`config.mk`:
```
export PLATFORM = sky130hd
export DESIGN_NAME = pc_periph_top
export DESIGN_NICKNAME = d
export VERILOG_FILES = /design/src/pc_periph_pkg.sv /design/src/io_decoder.sv /design/src/ems_mapper.sv /design/src/chipset_read_mux.sv /design/src/pc_periph_top.sv
export VERILOG_INCLUDE_DIRS = /design/src /design/src/src
export SDC_FILE = /design/constraint.sdc
export NUM_CORES = 1
export LEC_CHECK = 0
export BUFFER_PORTS_ARGS = -buffer_cell sky130_fd_sc_hd__buf_2
export CELL_PAD_IN_SITES_DETAIL_PLACEMENT = 1
export CELL_PAD_IN_SITES_GLOBAL_PLACEMENT = 2
export CORE_ASPECT_RATIO = 1.75
export CORE_MARGIN = 1.5
export CORE_UTILIZATION = 34
export CTS_CLUSTER_DIAMETER = 60
export DETAILED_ROUTE_END_ITERATION = 10
export GPL_TIMING_DRIVEN = 1
export HOLD_SLACK_MARGIN = 0.05
export PLACE_DENSITY_LB_ADDON = 0.3
export SETUP_SLACK_MARGIN = 0.4
export SLEW_MARGIN = 20
export SYNTH_ARGS = -nofsm -noshare
export SYNTH_HDL_FRONTEND = slang
export SYNTH_SLANG_ARGS = --single-unit
```
`constraint.sdc`:
```
create_clock -name clock -period 2 [get_ports clock]
set_input_delay 0.3 -clock clock [delete_from_list [all_inputs] [get_ports clock]]
set_output_delay 0.3 -clock clock [all_outputs]
set_load 0.01 [all_outputs]
```
`src/pc_periph_defs.svh`:
```
//////////////////////////////////////////////////////////////////////
// Bus widths, I/O port addresses and EMS slot count
// for the chipset glue logic
//////////////////////////////////////////////////////////////////////

`ifndef PC_PERIPH_DEFS_SVH
`define PC_PERIPH_DEFS_SVH

// CPU bus
`define PC_ADDR_W       20
`define PC_DATA_W       8

// EMS page mapper
`define EMS_SLOTS       4
`define EMS_MAP_W       7
// First of four map registers, 0x260..0x263
`define EMS_PORT_BASE   16'h0260

// Keyboard scancode read port
`define KBD_PORT        16'h0060

// 32-port groups in the low I/O space
`define IO_GROUPS       8

`endif

```
`src/pc_periph_pkg.sv`:
```
//////////////////////////////////////////////////////////////////////
// Shared vector types and the bus cycle and chip select structs
//////////////////////////////////////////////////////////////////////

`include "pc_periph_defs.svh"

package pc_periph_pkg;

    // Plain bus vectors
    typedef logic [`PC_ADDR_W-1:0] addr_t;
    typedef logic [`PC_DATA_W-1:0] data_t;

    // EMS mapper values
    typedef logic [`EMS_MAP_W-1:0]         ems_page_t;
    typedef logic [$clog2(`EMS_SLOTS)-1:0] ems_slot_t;

    // 0..3 picks window segment A000, C000, D000 or E000
    typedef logic [1:0] ems_base_sel_t;

    // One CPU bus cycle as seen by the chipset, 32 bits
    typedef struct packed {
        addr_t address;
        data_t write_data;
        logic  io_read_n;
        logic  io_write_n;
        logic  memory_read_n;
        logic  address_enable_n;
    } bus_cycle_t;

    // Decoded selects, 10 bits
    typedef struct packed {
        // Active low, one per 32-port group
        logic [`IO_GROUPS-1:0] group_sel_n;
        // EMS map register window hit
        logic                  ems_sel;
        // Scancode port hit
        logic                  kbd_sel;
    } chip_sel_t;

endpackage

```
`src/io_decoder.sv`:
```
//////////////////////////////////////////////////////////////////////
// Low I/O space decode into the 32-port group selects,
// plus the EMS register and scancode port selects
//////////////////////////////////////////////////////////////////////

`include "pc_periph_defs.svh"

module io_decoder (
    input  pc_periph_pkg::bus_cycle_t bus_i,
    input  logic                      ems_enabled_i,
    output pc_periph_pkg::chip_sel_t  sel_o
);

    logic       cpu_cycle;
    logic       low_io;
    logic [2:0] group_idx;
    logic       ems_port_hit;
    logic       kbd_port_hit;

    // DMA cycles raise address enable, so only CPU cycles decode
    assign cpu_cycle = ~bus_i.address_enable_n;

    // Ports 0x000..0x0FF
    assign low_io    = cpu_cycle & (bus_i.address[9:8] == 2'b00);
    assign group_idx = bus_i.address[7:5];

    // Map registers occupy four consecutive ports
    assign ems_port_hit = (bus_i.address[15:2] == (`EMS_PORT_BASE >> 2));
    assign kbd_port_hit = (bus_i.address[15:0] == `KBD_PORT);

    always_comb begin
        sel_o.group_sel_n = '1;
        if (low_io) begin
            sel_o.group_sel_n[group_idx] = 1'b0;
        end

        sel_o.ems_sel = ems_enabled_i & cpu_cycle & ems_port_hit;
        sel_o.kbd_sel = cpu_cycle & kbd_port_hit;
    end

endmodule

```
`src/ems_mapper.sv`:
```
//////////////////////////////////////////////////////////////////////
// EMS page map and enable registers, window hit outputs and
// map register read-back value
//////////////////////////////////////////////////////////////////////

`include "pc_periph_defs.svh"

module ems_mapper (
    input  logic                         clock,
    input  logic                         reset,
    input  pc_periph_pkg::bus_cycle_t    bus_i,
    input  pc_periph_pkg::chip_sel_t     sel_i,
    input  pc_periph_pkg::ems_base_sel_t ems_base_i,
    output logic [`EMS_SLOTS-1:0]        window_hit_o,
    output pc_periph_pkg::data_t         read_data_o
);

    pc_periph_pkg::ems_page_t map_q [`EMS_SLOTS];
    logic [`EMS_SLOTS-1:0]    ena_q;

    pc_periph_pkg::ems_slot_t slot;
    pc_periph_pkg::data_t     wdata;
    logic                     write_strobe;
    logic [3:0]               base_nibble;

    assign slot         = bus_i.address[1:0];
    assign wdata        = bus_i.write_data;
    assign write_strobe = sel_i.ems_sel & ~bus_i.io_write_n;

    // 0xFF unmaps the slot, 0x00..0x7F maps a page, the rest is ignored
    always_ff @(posedge clock) begin
        if (reset) begin
            ena_q <= '0;
            for (int i = 0; i < `EMS_SLOTS; i++) begin
                map_q[i] <= '0;
            end
        end
        else if (write_strobe) begin
            if (wdata == 8'hFF) begin
                ena_q[slot] <= 1'b0;
                map_q[slot] <= '1;
            end
            else if (~wdata[7]) begin
                ena_q[slot] <= 1'b1;
                map_q[slot] <= wdata[`EMS_MAP_W-1:0];
            end
        end
    end

    // Window segment high nibble
    always_comb begin
        case (ems_base_i)
            2'd0:    base_nibble = 4'hA;
            2'd1:    base_nibble = 4'hC;
            2'd2:    base_nibble = 4'hD;
            default: base_nibble = 4'hE;
        endcase
    end

    // Each slot covers a 16 KB page inside the 64 KB window
    always_comb begin
        for (int i = 0; i < `EMS_SLOTS; i++) begin
            window_hit_o[i] = ena_q[i] &&
                (bus_i.address[19:14] == {base_nibble, pc_periph_pkg::ems_slot_t'(i)});
        end
    end

    // Unmapped slots read back as all ones
    assign read_data_o = ena_q[slot] ? {1'b0, map_q[slot]} : 8'hFF;

endmodule

```
`src/chipset_read_mux.sv`:
```
//////////////////////////////////////////////////////////////////////
// Keycode two-stage synchronizer and prioritized chipset
// read data selection with the data-from-chipset flag
//////////////////////////////////////////////////////////////////////

module chipset_read_mux (
    input  logic                      clock,
    input  logic                      reset,
    input  pc_periph_pkg::bus_cycle_t bus_i,
    input  pc_periph_pkg::chip_sel_t  sel_i,
    input  pc_periph_pkg::data_t      ems_data_i,
    input  pc_periph_pkg::data_t      keycode_i,
    output pc_periph_pkg::data_t      data_bus_out_o,
    output logic                      data_from_chipset_o
);

    pc_periph_pkg::data_t keycode_meta_q;
    pc_periph_pkg::data_t keycode_sync_q;

    logic io_read;

    // Keycode comes from another clock domain
    always_ff @(posedge clock) begin
        if (reset) begin
            keycode_meta_q <= '0;
            keycode_sync_q <= '0;
        end
        else begin
            keycode_meta_q <= keycode_i;
            keycode_sync_q <= keycode_meta_q;
        end
    end

    assign io_read = ~bus_i.io_read_n;

    // EMS registers win over the scancode port
    always_comb begin
        if (io_read && sel_i.ems_sel) begin
            data_from_chipset_o = 1'b1;
            data_bus_out_o      = ems_data_i;
        end
        else if (io_read && sel_i.kbd_sel) begin
            data_from_chipset_o = 1'b1;
            data_bus_out_o      = keycode_sync_q;
        end
        else begin
            // Nobody answers, CPU side takes its own data
            data_from_chipset_o = 1'b0;
            data_bus_out_o      = 8'h00;
        end
    end

endmodule

```
`src/pc_periph_top.sv`:
```
//////////////////////////////////////////////////////////////////////
// Chipset glue logic top level with I/O decoder, EMS mapper
// and read data mux
//////////////////////////////////////////////////////////////////////

`include "pc_periph_defs.svh"

module pc_periph_top (
    input  logic                         clock,
    input  logic                         reset,
    // CPU bus
    input  pc_periph_pkg::bus_cycle_t    bus_i,
    // Configuration
    input  logic                         ems_enabled_i,
    input  pc_periph_pkg::ems_base_sel_t ems_base_i,
    // Keyboard, asynchronous
    input  pc_periph_pkg::data_t         keycode_i,
    // Off-chip selects
    output logic                         dma_sel_n_o,
    output logic                         dma_page_sel_n_o,
    output logic [`EMS_SLOTS-1:0]        ems_window_hit_o,
    // Read data back to the CPU
    output pc_periph_pkg::data_t         data_bus_out_o,
    output logic                         data_from_chipset_o
);

    pc_periph_pkg::chip_sel_t chip_sel;
    pc_periph_pkg::data_t     ems_read_data;

    io_decoder u_io_decoder (
        .bus_i         (bus_i),
        .ems_enabled_i (ems_enabled_i),
        .sel_o         (chip_sel)
    );

    // 8237 at group 0, DMA page registers at group 4
    assign dma_sel_n_o      = chip_sel.group_sel_n[0];
    assign dma_page_sel_n_o = chip_sel.group_sel_n[4];

    ems_mapper u_ems_mapper (
        .clock        (clock),
        .reset        (reset),
        .bus_i        (bus_i),
        .sel_i        (chip_sel),
        .ems_base_i   (ems_base_i),
        .window_hit_o (ems_window_hit_o),
        .read_data_o  (ems_read_data)
    );

    chipset_read_mux u_read_mux (
        .clock               (clock),
        .reset               (reset),
        .bus_i               (bus_i),
        .sel_i               (chip_sel),
        .ems_data_i          (ems_read_data),
        .keycode_i           (keycode_i),
        .data_bus_out_o      (data_bus_out_o),
        .data_from_chipset_o (data_from_chipset_o)
    );

endmodule

```
==> run_results.csv, run 1 <==
group,metric,value,unit
status,outcome,"complete, no violations",
clock_tree,cts_max_level,2,
worst_setup_path,path_class,"reg2out",
grt,grt_max_degree,21,
grt,track_usage,0.167,
placed_design,port_buffers,58,
worst_setup_path,worstPathRequired,1.70,ns
worst_setup_path,start_kind,"flop",
hold_path,whs_path_depth,2,
hold_path,hp-start,"keycode_i[6]",
finish,area_delta_synth_final,36.7,%
worst_setup_path,path_max_fanout,8,
worst_setup_path,end_kind,"output pin",
route,drcViolationCount,0,
worst_setup_path,cp_cell_sequence,"mux4_2 > nand2b_1 > a22o_1 > buf_2",
clock_tree,cts_sinks,48,
clock_tree,cts-root-buf,"clkbuf_16",
synth,synth_nets,235,
sta,finalSetupTns,0,ns
synth,ys_ff_latch,48,
route,dr.first_iter.drc_count,48,
placed_design,gp_congestion,0.803,
worst_setup_path,r2r_setup_slack,1.16,ns
synth,synth-warning-count,0,
floorplanning,die_y,112,um
pwr,p_total,2.15,mW
clock_tree,cts_buffers,5,
sta,setup-violations-final,0,
floorplanning,core-area,6540,um2
route,routed_wl,5.65,mm
synth,ys_seq_area_frac,0.542,
placed_design,dp_hpwl,4.47,mm
finish,fin_nets,306,
finish,diodes,0,
route,ant_nets,0,
grt,grt_antenna_before_repair,0,
sta,fmax,0.520,GHz
pwr,power.density,685,nW/um2
sta,slew_violations,0,
sta,tightest_slew,0.514,ns
sta,skew,0.00444,ns
clock_tree,clk_latency,0.29,ns
pwr,peakVddDrop,0.444,mV
worst_setup_path,worst_r2r_path_depth,3,
sta,fin_crit,1.92,ns
floorplanning,die_area,7260,um2
floorplanning,num_io_pins,60,
clock_tree,clk_pin_slew,0.07,ns
grt,grt_pass1_wl,9.20,mm
sta,rsz0062_at_grt,"true",
hold_path,holdPathEnd,"u_read_mux.keycode_meta_q[6]",
synth,synthDistinctLibCells,38,
route,vias,1740,
sta,finalCritPeriodShare,0.961,
worst_setup_path,crit_slowest_cell,"mux4_2",
finish,drive_gt1_frac,0.446,
grt,grt_pass1_vias,1849,
grt,gr-total-overflow,0,
route,wire_per_inst,16.5,um
synth,syn-instance-count,188,
pwr,leakage,1.26,nW
synth,synth_area_per_cell,12.2,um2
sta,relSlewSlack,0.654,
clock_tree,cts_buffer_depth,2,
worst_setup_path,worstPathArrival,1.62,ns
clock_tree,cts_tree,"yes",
floorplanning,die_w,65.1,um
floorplanning,start_util,0.350,
route,first_pass_iters,4,
route,vias_per_cell,5.09,
hold_path,hp-class,"in2reg",
sta,hold_viol,0,
clock_tree,cts_hold_buf,0,
floorplanning,rows,39,
worst_setup_path,critPathMaxStageDelay,0.62,ns
run,maxCapViolations,0,
synth,syn_area,2290,um2
[metrics by stage]
| stage | hold WS, ns | std cells | util | instance area, um2 | setup WS, ns |
|---|---|---|---|---|---|
| after detailed placement | 0.434 | 327 | 0.424 | 2780 | 0.00604 |
| after floorplan | 0.414 | 188 | - | 2390 | 0.320 |
| after global routing | 0.232 | 342 | 0.479 | 3130 | 0.00903 |
| after CTS | 0.217 | 337 | 0.459 | 3000 | 0.0611 |
| after global placement | 0.417 | 327 | 0.424 | 2780 | 0.0212 |
| final | 0.221 | 342 | 0.479 | 3130 | 0.0776 |
[per-layer routing]
metal	global-route usage	wire length (um)	up-vias
met5	0	0	-
met4	0.0597	78	0
met3	0.0343	194	6
met2	0.313	3280	36
met1	0.179	2100	852
li1	-	-	846
[registers in the layout, indices dropped and copies added (netlist names), named ones only]
signal	flops
u_read_mux.keycode_sync_q	8
u_ems_mapper.map_q	28
u_read_mux.keycode_meta_q	8
[cell usage in the layout, fill, tap and decap left out, types with 2 or more instances in the layout]
cell type,n
nand2b_4,3
dfxtp_2,3
nand4b_4,2
inv_4,2
nor4b_4,2
nand2b_1,4
nor4b_2,2
nor4_4,2
nor2b_1,18
nand3b_1,2
clkbuf_16,5
xor2_1,2
a21oi_1,7
buf_4,13
inv_1,4
a211oi_1,3
mux4_2,8
dfxtp_1,17
a31o_4,3
buf_6,11
nand4_1,5
nor3_1,2
nand2_1,2
buf_2,46
edfxtp_1,28
a31oi_1,3
nor2_1,31
a22o_1,8
[worst max-delay path by stage]
stage / end / slack [ns] / depth (start not counted)
final: data_bus_out_o[3] / 0.08 / 4
after global placement: data_bus_out_o[6] / 0.02 / 5
after detailed placement: data_bus_out_o[6] / 0.006 / 5
after global routing: data_bus_out_o[3] / 0.009 / 7
after floorplan: data_bus_out_o[2] / 0.32 / 5
after CTS: data_bus_out_o[6] / 0.06 / 4
[cell usage after synthesis]
library cell	n	area [um2]
nor2b_1	18	113
edfxtp_1	28	841
nor4bb_1	1	10.0
xor2_1	2	17.5
nor4_2	1	12.5
and2_1	1	6.26
xnor2_1	1	8.76
nor2_1	32	120
nand4_1	5	31.3
buf_2	2	10.0
nand2_1	2	7.51
clkbuf_1	3	11.3
nand3b_1	2	15.0
nor4b_1	2	17.5
a22o_1	8	70.1
inv_1	6	22.5
nor4_4	2	42.5
nand4b_2	3	45.0
mux4_2	8	180
a41o_1	1	10.0
nand2b_1	7	43.8
or2_1	1	6.26
a21oi_1	7	35.0
and2b_1	1	7.51
nor4b_2	2	30.0
o21ai_0	1	5.00
a311oi_2	1	15.0
nand3_1	1	5.00
ha_1	2	25.0
a211oi_1	3	22.5
nor3_1	3	15.0
a31o_1	3	26.3
buf_6	1	11.3
a41oi_1	1	8.76
buf_4	2	15.0
and4_1	1	8.76
a31oi_1	3	18.8
dfxtp_1	20	400
[report_power, final]
| group | total, mW | switching (mW) | internal [mW] |
|---|---|---|---|
| Clock | 0.820 | 0.359 | 0.461 |
| Combinational | 0.228 | 0.108 | 0.119 |
| Sequential | 1.10 | 0.0116 | 1.09 |
| Total | 2.15 | 0.479 | 1.67 |
[critical path, delay by kind of cell, from the launching register on]
kind | cells | cell delay (ns)
buf+inv | 1 | 0.12
compound gates | 1 | 0.13
flops | 1 | 0.34
mux | 1 | 0.62
simple gates | 1 | 0.12
[repair_timing]
item / CTS / global route
pin swaps: 7 / 6
setup endpoints to repair: 30 / 30
buffers inserted: 2 / 4
cloned: 0 / 1
resized for setup: 16 / 20
[final cells by class]
| cell class | instances | area (um2) |
|---|---|---|
| clock inverter | 3 | 17.5 |
| clock buffer | 5 | 125 |
| tap | 82 | 103 |
| sequential | 48 | 1240 |
| timing repair buffer | 72 | 487 |
| multi-input combinational | 126 | 1130 |
| fill | 720 | 3410 |
| inverter | 6 | 27.5 |
[logic make-up (layout without fill, tap and decap cells)]
kind of cell | count (synthesis) | count (layout) | synth area share
AO/OA/AOI/OAI | 28 | 28 | 0.0923
AND/OR/NAND/NOR | 85 | 85 | 0.234
adder cells (fa/ha/maj) | 2 | 2 | 0.0109
flip-flops | 48 | 48 | 0.542
buffers and inverters | 14 | 86 | 0.0306
XOR/XNOR | 3 | 3 | 0.0115
multiplexers | 8 | 8 | 0.0786
(Power assumes the default switching activity.)
==> inputs of run 2 (changes only) <==
--- a/config.mk
+++ b/config.mk
@@ -7,10 +7,10 @@
 export NUM_CORES = 1
 export LEC_CHECK = 0
-export BUFFER_PORTS_ARGS = -buffer_cell sky130_fd_sc_hd__buf_2
+export BUFFER_PORTS_ARGS = -buffer_cell sky130_fd_sc_hd__buf_4
 export CELL_PAD_IN_SITES_DETAIL_PLACEMENT = 1
 export CELL_PAD_IN_SITES_GLOBAL_PLACEMENT = 2
 export CORE_ASPECT_RATIO = 1.75
 export CORE_MARGIN = 1.5
-export CORE_UTILIZATION = 34
+export CORE_UTILIZATION = 36
 export CTS_CLUSTER_DIAMETER = 60
 export DETAILED_ROUTE_END_ITERATION = 10
==> constraint.sdc (replaced) <==
create_clock -name clock -period 2.28 [get_ports clock]
set_input_delay 0.342 -clock clock [delete_from_list [all_inputs] [get_ports clock]]
set_output_delay 0.342 -clock clock [all_outputs]
set_load 0.005 [all_outputs]
==> run 2 against run 1 <==
Compared with the run above: cell count decreased by 2.0%; die area decreased by 5.4%; sequential cell count did not move; critical path depth rose by 4; via count down 1.6%; core utilization grew 2.1 points; largest cell class unchanged.
==> run_results.csv, run 2 (synthesis gave the netlist of run 1 again) <==
group,metric,value,unit
sta,fin_crit,2.03,ns
finish,register_area,1240,um2
finish,multiInputGateArea,1050,um2
sta,setup_slack,0.247,ns
placed_design,port_buffers,58,
route,ant_nets,0,
clock_tree,cts_buffer_depth,2,
placed_design,pre_cts_slack,0.0458,ns
clock_tree,clk_latency,0.30,ns
sta,finalSetupTns,0,ns
floorplanning,core-area,6180,um2
sta,finalCritPeriodShare,0.891,
clock_tree,cts_tree,"yes",
finish,final_cell_area,3090,um2
worst_setup_path,worstPathArrival,1.69,ns
route,routed-wl-met3,194,um
clock_tree,cts_buffers,5,
finish,final_util,0.500,
clock_tree,cts_sinks,48,
worst_setup_path,cp_cell_sequence,"buf_4 > nor4b_4 > buf_4 > nand4_1 > nor4_4 > buf_6 > a22o_1 > buf_4",
floorplanning,die_y,109,um
route,vias_per_cell,5.11,
clock_tree,cts_hold_buf,0,
route,met2_length,3.28,mm
finish,diodes,0,
clock_tree,cts-root-buf,"clkbuf_8",
route,routed_wl,5.72,mm
sta,hold_viol,0,
worst_setup_path,end_kind,"output pin",
sta,fmax,0.492,GHz
floorplanning,rows,38,
sta,slew_violations,0,
worst_setup_path,path_class,"in2out",
run,maxCapViolations,0,
worst_setup_path,worstPathRequired,1.94,ns
grt,grt_max_degree,29,
route,drt-met1-wl,2.19,mm
worst_setup_path,cp_common_cell,"buf_4",
placed_design,place_area,2880,um2
finish,drive_gt1_frac,0.404,
floorplanning,die_area,6870,um2
worst_setup_path,crit_buf_inv,4,
worst_setup_path,worst_r2r_path_depth,2,
route,dr.first_iter.drc_count,38,
hold_path,hp-start,"keycode_i[6]",
sta,relSlewSlack,0.592,
finish,mostFrequentLayoutCells,"buf_4, nor2_1, edfxtp_1",
grt,grt_pass1_vias,1839,
worst_setup_path,path_max_fanout,9,
floorplanning,num_io_pins,60,
grt,grt_pass1_wl,9.07,mm
placed_design,dp_hpwl,4.31,mm
pwr,power.density,573,nW/um2
finish,nFillCells,681,
hold_path,holdPathEnd,"u_read_mux.keycode_meta_q[6]",
route,vias,1713,
route,first_pass_iters,4,
placed_design,gp_congestion,0.789,
status,outcome,"complete, no violations",
floorplanning,die_w,63.3,um
finish,largest_register_ffs,28,
worst_setup_path,start_kind,"input port",
worst_setup_path,crit_slowest_cell,"nor4b_4",
hold_path,hp-class,"in2reg",
worst_setup_path,crit_family,"simple AND/OR/NAND/NOR gates",
finish,fin_nets,301,
sta,rsz0062_at_grt,"true",
finish,layout_commonest_cell,"buf_4",
hold_path,whs_path_depth,2,
finish,area_delta_synth_final,34.8,%
placed_design,dp.cells,327,
pwr,peakVddDrop,0.472,mV
finish,regMostFlops,"u_ems_mapper.map_q",
sta,tightest_slew,0.605,ns
floorplanning,start_util,0.371,
clock_tree,cts_max_level,2,
route,highest_layer,"met4",
route,wire_per_inst,17.1,um
finish,top_regs,"u_ems_mapper.map_q (28), u_read_mux.keycode_meta_q (8), u_read_mux.keycode_sync_q (8)",
pwr,leakage,1.19,nW
clock_tree,clk_pin_slew,0.09,ns
worst_setup_path,r2r_setup_slack,1.51,ns
grt,grt_antenna_before_repair,0,
finish,final_cells,335,
route,drcViolationCount,0,
sta,setup-violations-final,0,
sta,skew,0.000143,ns
grt,gr-total-overflow,0,
grt,track_usage,0.173,
worst_setup_path,critPathMaxStageDelay,0.30,ns
[run 2: metrics by stage]
step	power [mW]	hold WS, ns
final	1.77	0.248
after CTS	1.78	0.243
after detailed placement	1.18	0.427
after global routing	1.84	0.248
after floorplan	1.07	0.414
after global placement	1.17	0.419
[run 2: worst max-delay path by stage]
| stage | startpoint | end | slack [ns] | depth (start not counted) |
|---|---|---|---|---|
| 2_1_floorplan | bus_i[12] | data_bus_out_o[2] | 0.43 | 5 |
| 3_3_place_gp | bus_i[20] | data_bus_out_o[6] | 0.1 | 6 |
| 3_5_place_dp | bus_i[20] | data_bus_out_o[7] | 0.05 | 6 |
| 4_1_cts | bus_i[23] | data_bus_out_o[0] | 0.24 | 8 |
| 5_1_grt | bus_i[15] | data_bus_out_o[0] | 0.17 | 8 |
| 6_report | bus_i[23] | data_bus_out_o[0] | 0.25 | 8 |
[run 2: layout make-up]
type,count,share of cell area
timing repair buffer,67,0.180
sequential,48,0.402
tap,80,0.0324
clock inverter,1,0.00284
inverter,6,0.00891
clock buffer,7,0.0348
multi-input combinational,126,0.339
[run 2: repair_timing]
| item | CTS | global route |
|---|---|---|
| setup endpoints to repair | 17 | 20 |
| buffers inserted | 0 | 0 |
| cloned | 0 | 0 |
| hold endpoints to repair | 0 | 0 |
| pin swaps | 1 | 5 |
| gates resized for setup | 9 | 11 |
[run 2: power breakdown]
part	internal, mW	switching (mW)	leakage, nW	total, mW
Sequential	0.951	0.00964	0.430	0.961
Clock	0.315	0.284	0.0596	0.599
Combinational	0.116	0.0939	0.698	0.210
Total	1.38	0.388	1.19	1.77
[run 2: layer usage]
layer	up-vias	track usage
met4	0	0.0419
met1	835	0.183
met5	-	0
met3	6	0.0323
met2	42	0.346
li1	830	-
==> inputs of run 3 (changes only) <==
--- a/config.mk
+++ b/config.mk
@@ -17,5 +17,5 @@
 export GPL_TIMING_DRIVEN = 1
 export HOLD_SLACK_MARGIN = 0.05
-export PLACE_DENSITY_LB_ADDON = 0.3
+export PLACE_DENSITY_LB_ADDON = 0.08
 export SETUP_SLACK_MARGIN = 0.4
 export SLEW_MARGIN = 20
==> constraint.sdc (replaced) <==
create_clock -name clock -period 2.28 [get_ports clock]
set_input_delay 0.114 -clock clock [delete_from_list [all_inputs] [get_ports clock]]
set_output_delay 0.114 -clock clock [all_outputs]
set_load 0.005 [all_outputs]
==> run 3 against run 2 <==
Compared with the run above: clock-buffer cell count stayed put; die area unchanged; sequential power is essentially flat; first-iteration DRC count increased by 66%; core utilization is 1.7 points lower; final area fell by 3.4%; via count is 1.2% higher; critical path type is now reg2out; highest routed layer unchanged.
==> run_results.csv, run 3 (synthesis gave the netlist of run 1 again) <==
group,metric,value,unit
status,outcome,"complete, no violations",
grt,grt_antenna_before_repair,0,
worst_setup_path,path_class,"reg2out",
pwr,p_comb_frac,0.108,
worst_setup_path,crit_buf_inv,1,
worst_setup_path,r2r_setup_slack,1.52,ns
worst_setup_path,end_kind,"output pin",
finish,layout_commonest_cell,"buf_4",
sta,relSlewSlack,0.690,
finish,top_regs,"u_ems_mapper.map_q (28), u_read_mux.keycode_meta_q (8), u_read_mux.keycode_sync_q (8)",
finish,area_delta_synth_final,30.1,%
route,wire_per_inst,17.6,um
finish,regMostFlops,"u_ems_mapper.map_q",
sta,slew_violations,0,
clock_tree,cts_sinks,48,
worst_setup_path,path_max_fanout,1,
worst_setup_path,worstPathRequired,2.17,ns
sta,rsz0062_at_grt,"false",
worst_setup_path,worstPathArrival,1.68,ns
worst_setup_path,cp-endpoint,"data_bus_out_o[6]",
hold_path,whs_path_depth,2,
worst_setup_path,worst_r2r_path_depth,2,
placed_design,gp_congestion,0.733,
placed_design,pre_cts_slack,0.395,ns
floorplanning,start_util,0.371,
clock_tree,clk_pin_slew,0.09,ns
clock_tree,cts-root-buf,"clkbuf_8",
worst_setup_path,crit_family,"multiplexers",
sta,setup-violations-final,0,
grt,grt_pass1_wl,9.60,mm
floorplanning,core-area,6180,um2
clock_tree,cts_buffers,5,
grt,track_usage,0.187,
route,vias_per_cell,5.18,
floorplanning,num_io_pins,60,
floorplanning,die_w,63.3,um
placed_design,port_buffers,58,
worst_setup_path,crit_slowest_cell,"mux4_2",
worst_setup_path,crit_cells,4,
sta,hold_viol,0,
route,ant_nets,0,
finish,mostFrequentLayoutCells,"buf_4, nor2_1, edfxtp_1",
route,vias,1734,
sta,finalCritPeriodShare,0.788,
worst_setup_path,startpoint,"u_ems_mapper.map_q[3][6]",
route,drcViolationCount,0,
pwr,power.density,591,nW/um2
run,maxCapViolations,0,
sta,fmax,0.557,GHz
route,routed_wl,5.89,mm
clock_tree,cts_max_level,2,
floorplanning,rows,38,
pwr,peakVddDrop,0.506,mV
pwr,leakage,1.15,nW
floorplanning,die_y,109,um
sta,setup_slack,0.484,ns
pwr,seqPwrFrac,0.546,
finish,diodes,0,
finish,largest_register_ffs,28,
placed_design,dp_hpwl,4.61,mm
finish,drive_gt1_frac,0.337,
sta,tightest_slew,0.461,ns
hold_path,hp-class,"in2reg",
worst_setup_path,critPathMaxStageDelay,0.48,ns
sta,finalSetupTns,0,ns
sta,skew,0.00560,ns
clock_tree,cts_tree,"yes",
pwr,intPower,1.37,mW
route,dr.first_iter.drc_count,63,
finish,fin_nets,301,
pwr,power_frac_clock,0.346,
worst_setup_path,start_kind,"flop",
pwr,power.net_switching,0.392,mW
grt,gr-total-overflow,0,
pwr,sw_frac_of_total,0.223,
clock_tree,cts_buffer_depth,2,
clock_tree,clk_latency,0.31,ns
sta,fin_crit,1.80,ns
floorplanning,die_area,6870,um2
route,first_pass_iters,4,
grt,grt_pass1_vias,1915,
worst_setup_path,cp_cell_sequence,"mux4_2 > nand2b_1 > a22o_1 > buf_4",
grt,grt_max_degree,29,
[run 3: changes by cell type in the layout (fill, tap and decap cells not counted), moves of 2 or more]
cell	delta
nor4b_4	-2
inv_4	-2
inv_1	+2
nor4b_1	+2
dlygate4sd3_1	+7
buf_12	-3
buf_6	-2
[run 3: area by class of cell]
cell class / count / area [um2]
fill: 667 / 3200
sequential: 48 / 1240
multi-input combinational: 126 / 981
timing repair buffer: 67 / 520
clock buffer: 7 / 108
tap: 80 / 100
inverter: 6 / 22.5
clock inverter: 1 / 8.76
[run 3: stage by stage]
stage / power, mW / hold slack, ns / area [um2] / std cells / utilization
global route: 1.83 / 0.0558 / 2980 / 335 / 0.482
floorplan: 1.07 / 0.242 / 2290 / 188 / -
finish: 1.76 / 0.0464 / 2980 / 335 / 0.482
detailed placement: 1.17 / 0.336 / 2790 / 319 / 0.451
CTS: 1.78 / 0.0533 / 2970 / 334 / 0.481
global placement: 1.15 / 0.326 / 2790 / 319 / 0.451
[run 3: what timing repair did]
action | in CTS | in global routing
buffers inserted | 0 | 1
gates resized for setup | 0 | 1
hold buffers | 7 | 0
endpoints found under the setup margin | 0 | 9
endpoints found under the hold margin | 7 | 0
[run 3: how the worst min path moves through the flow]
stage                       from                      endpoint  slack (ns)
floorplan           keycode_i[0]  u_read_mux.keycode_meta_q[0]        0.24
global placement    keycode_i[6]  u_read_mux.keycode_meta_q[6]        0.33
detailed placement  keycode_i[4]  u_read_mux.keycode_meta_q[4]        0.34
CTS                 keycode_i[1]  u_read_mux.keycode_meta_q[1]        0.05
global route        keycode_i[1]  u_read_mux.keycode_meta_q[1]        0.06
finish              keycode_i[1]  u_read_mux.keycode_meta_q[1]        0.05
[run 3: power by group through the flow]
| stage | sequential [mW] | combinational (mW) | clock [mW] |
|---|---|---|---|
| global placement | 0.979 | 0.176 | 0 |
| floorplan | 0.976 | 0.0936 | 0 |
| detailed placement | 0.982 | 0.183 | 0 |
| CTS | 0.962 | 0.194 | 0.628 |
| global route | 0.965 | 0.208 | 0.656 |
| finish | 0.961 | 0.191 | 0.609 |
[run 3: metal layers]
layer / share of wire / vias up / global-route usage
met3: 0.037 / 8 / 0.0395
met5: 0 / - / 0
li1: - / 831 / -
met4: 0.018 / 0 / 0.0699
met2: 0.58 / 48 / 0.375
met1: 0.37 / 847 / 0.182
[run 3: worst reg2reg max path: cells and delay by family, from the launching register on]
family          cells  cell delay, ns
flops               1            0.38
compound gates      2            0.30
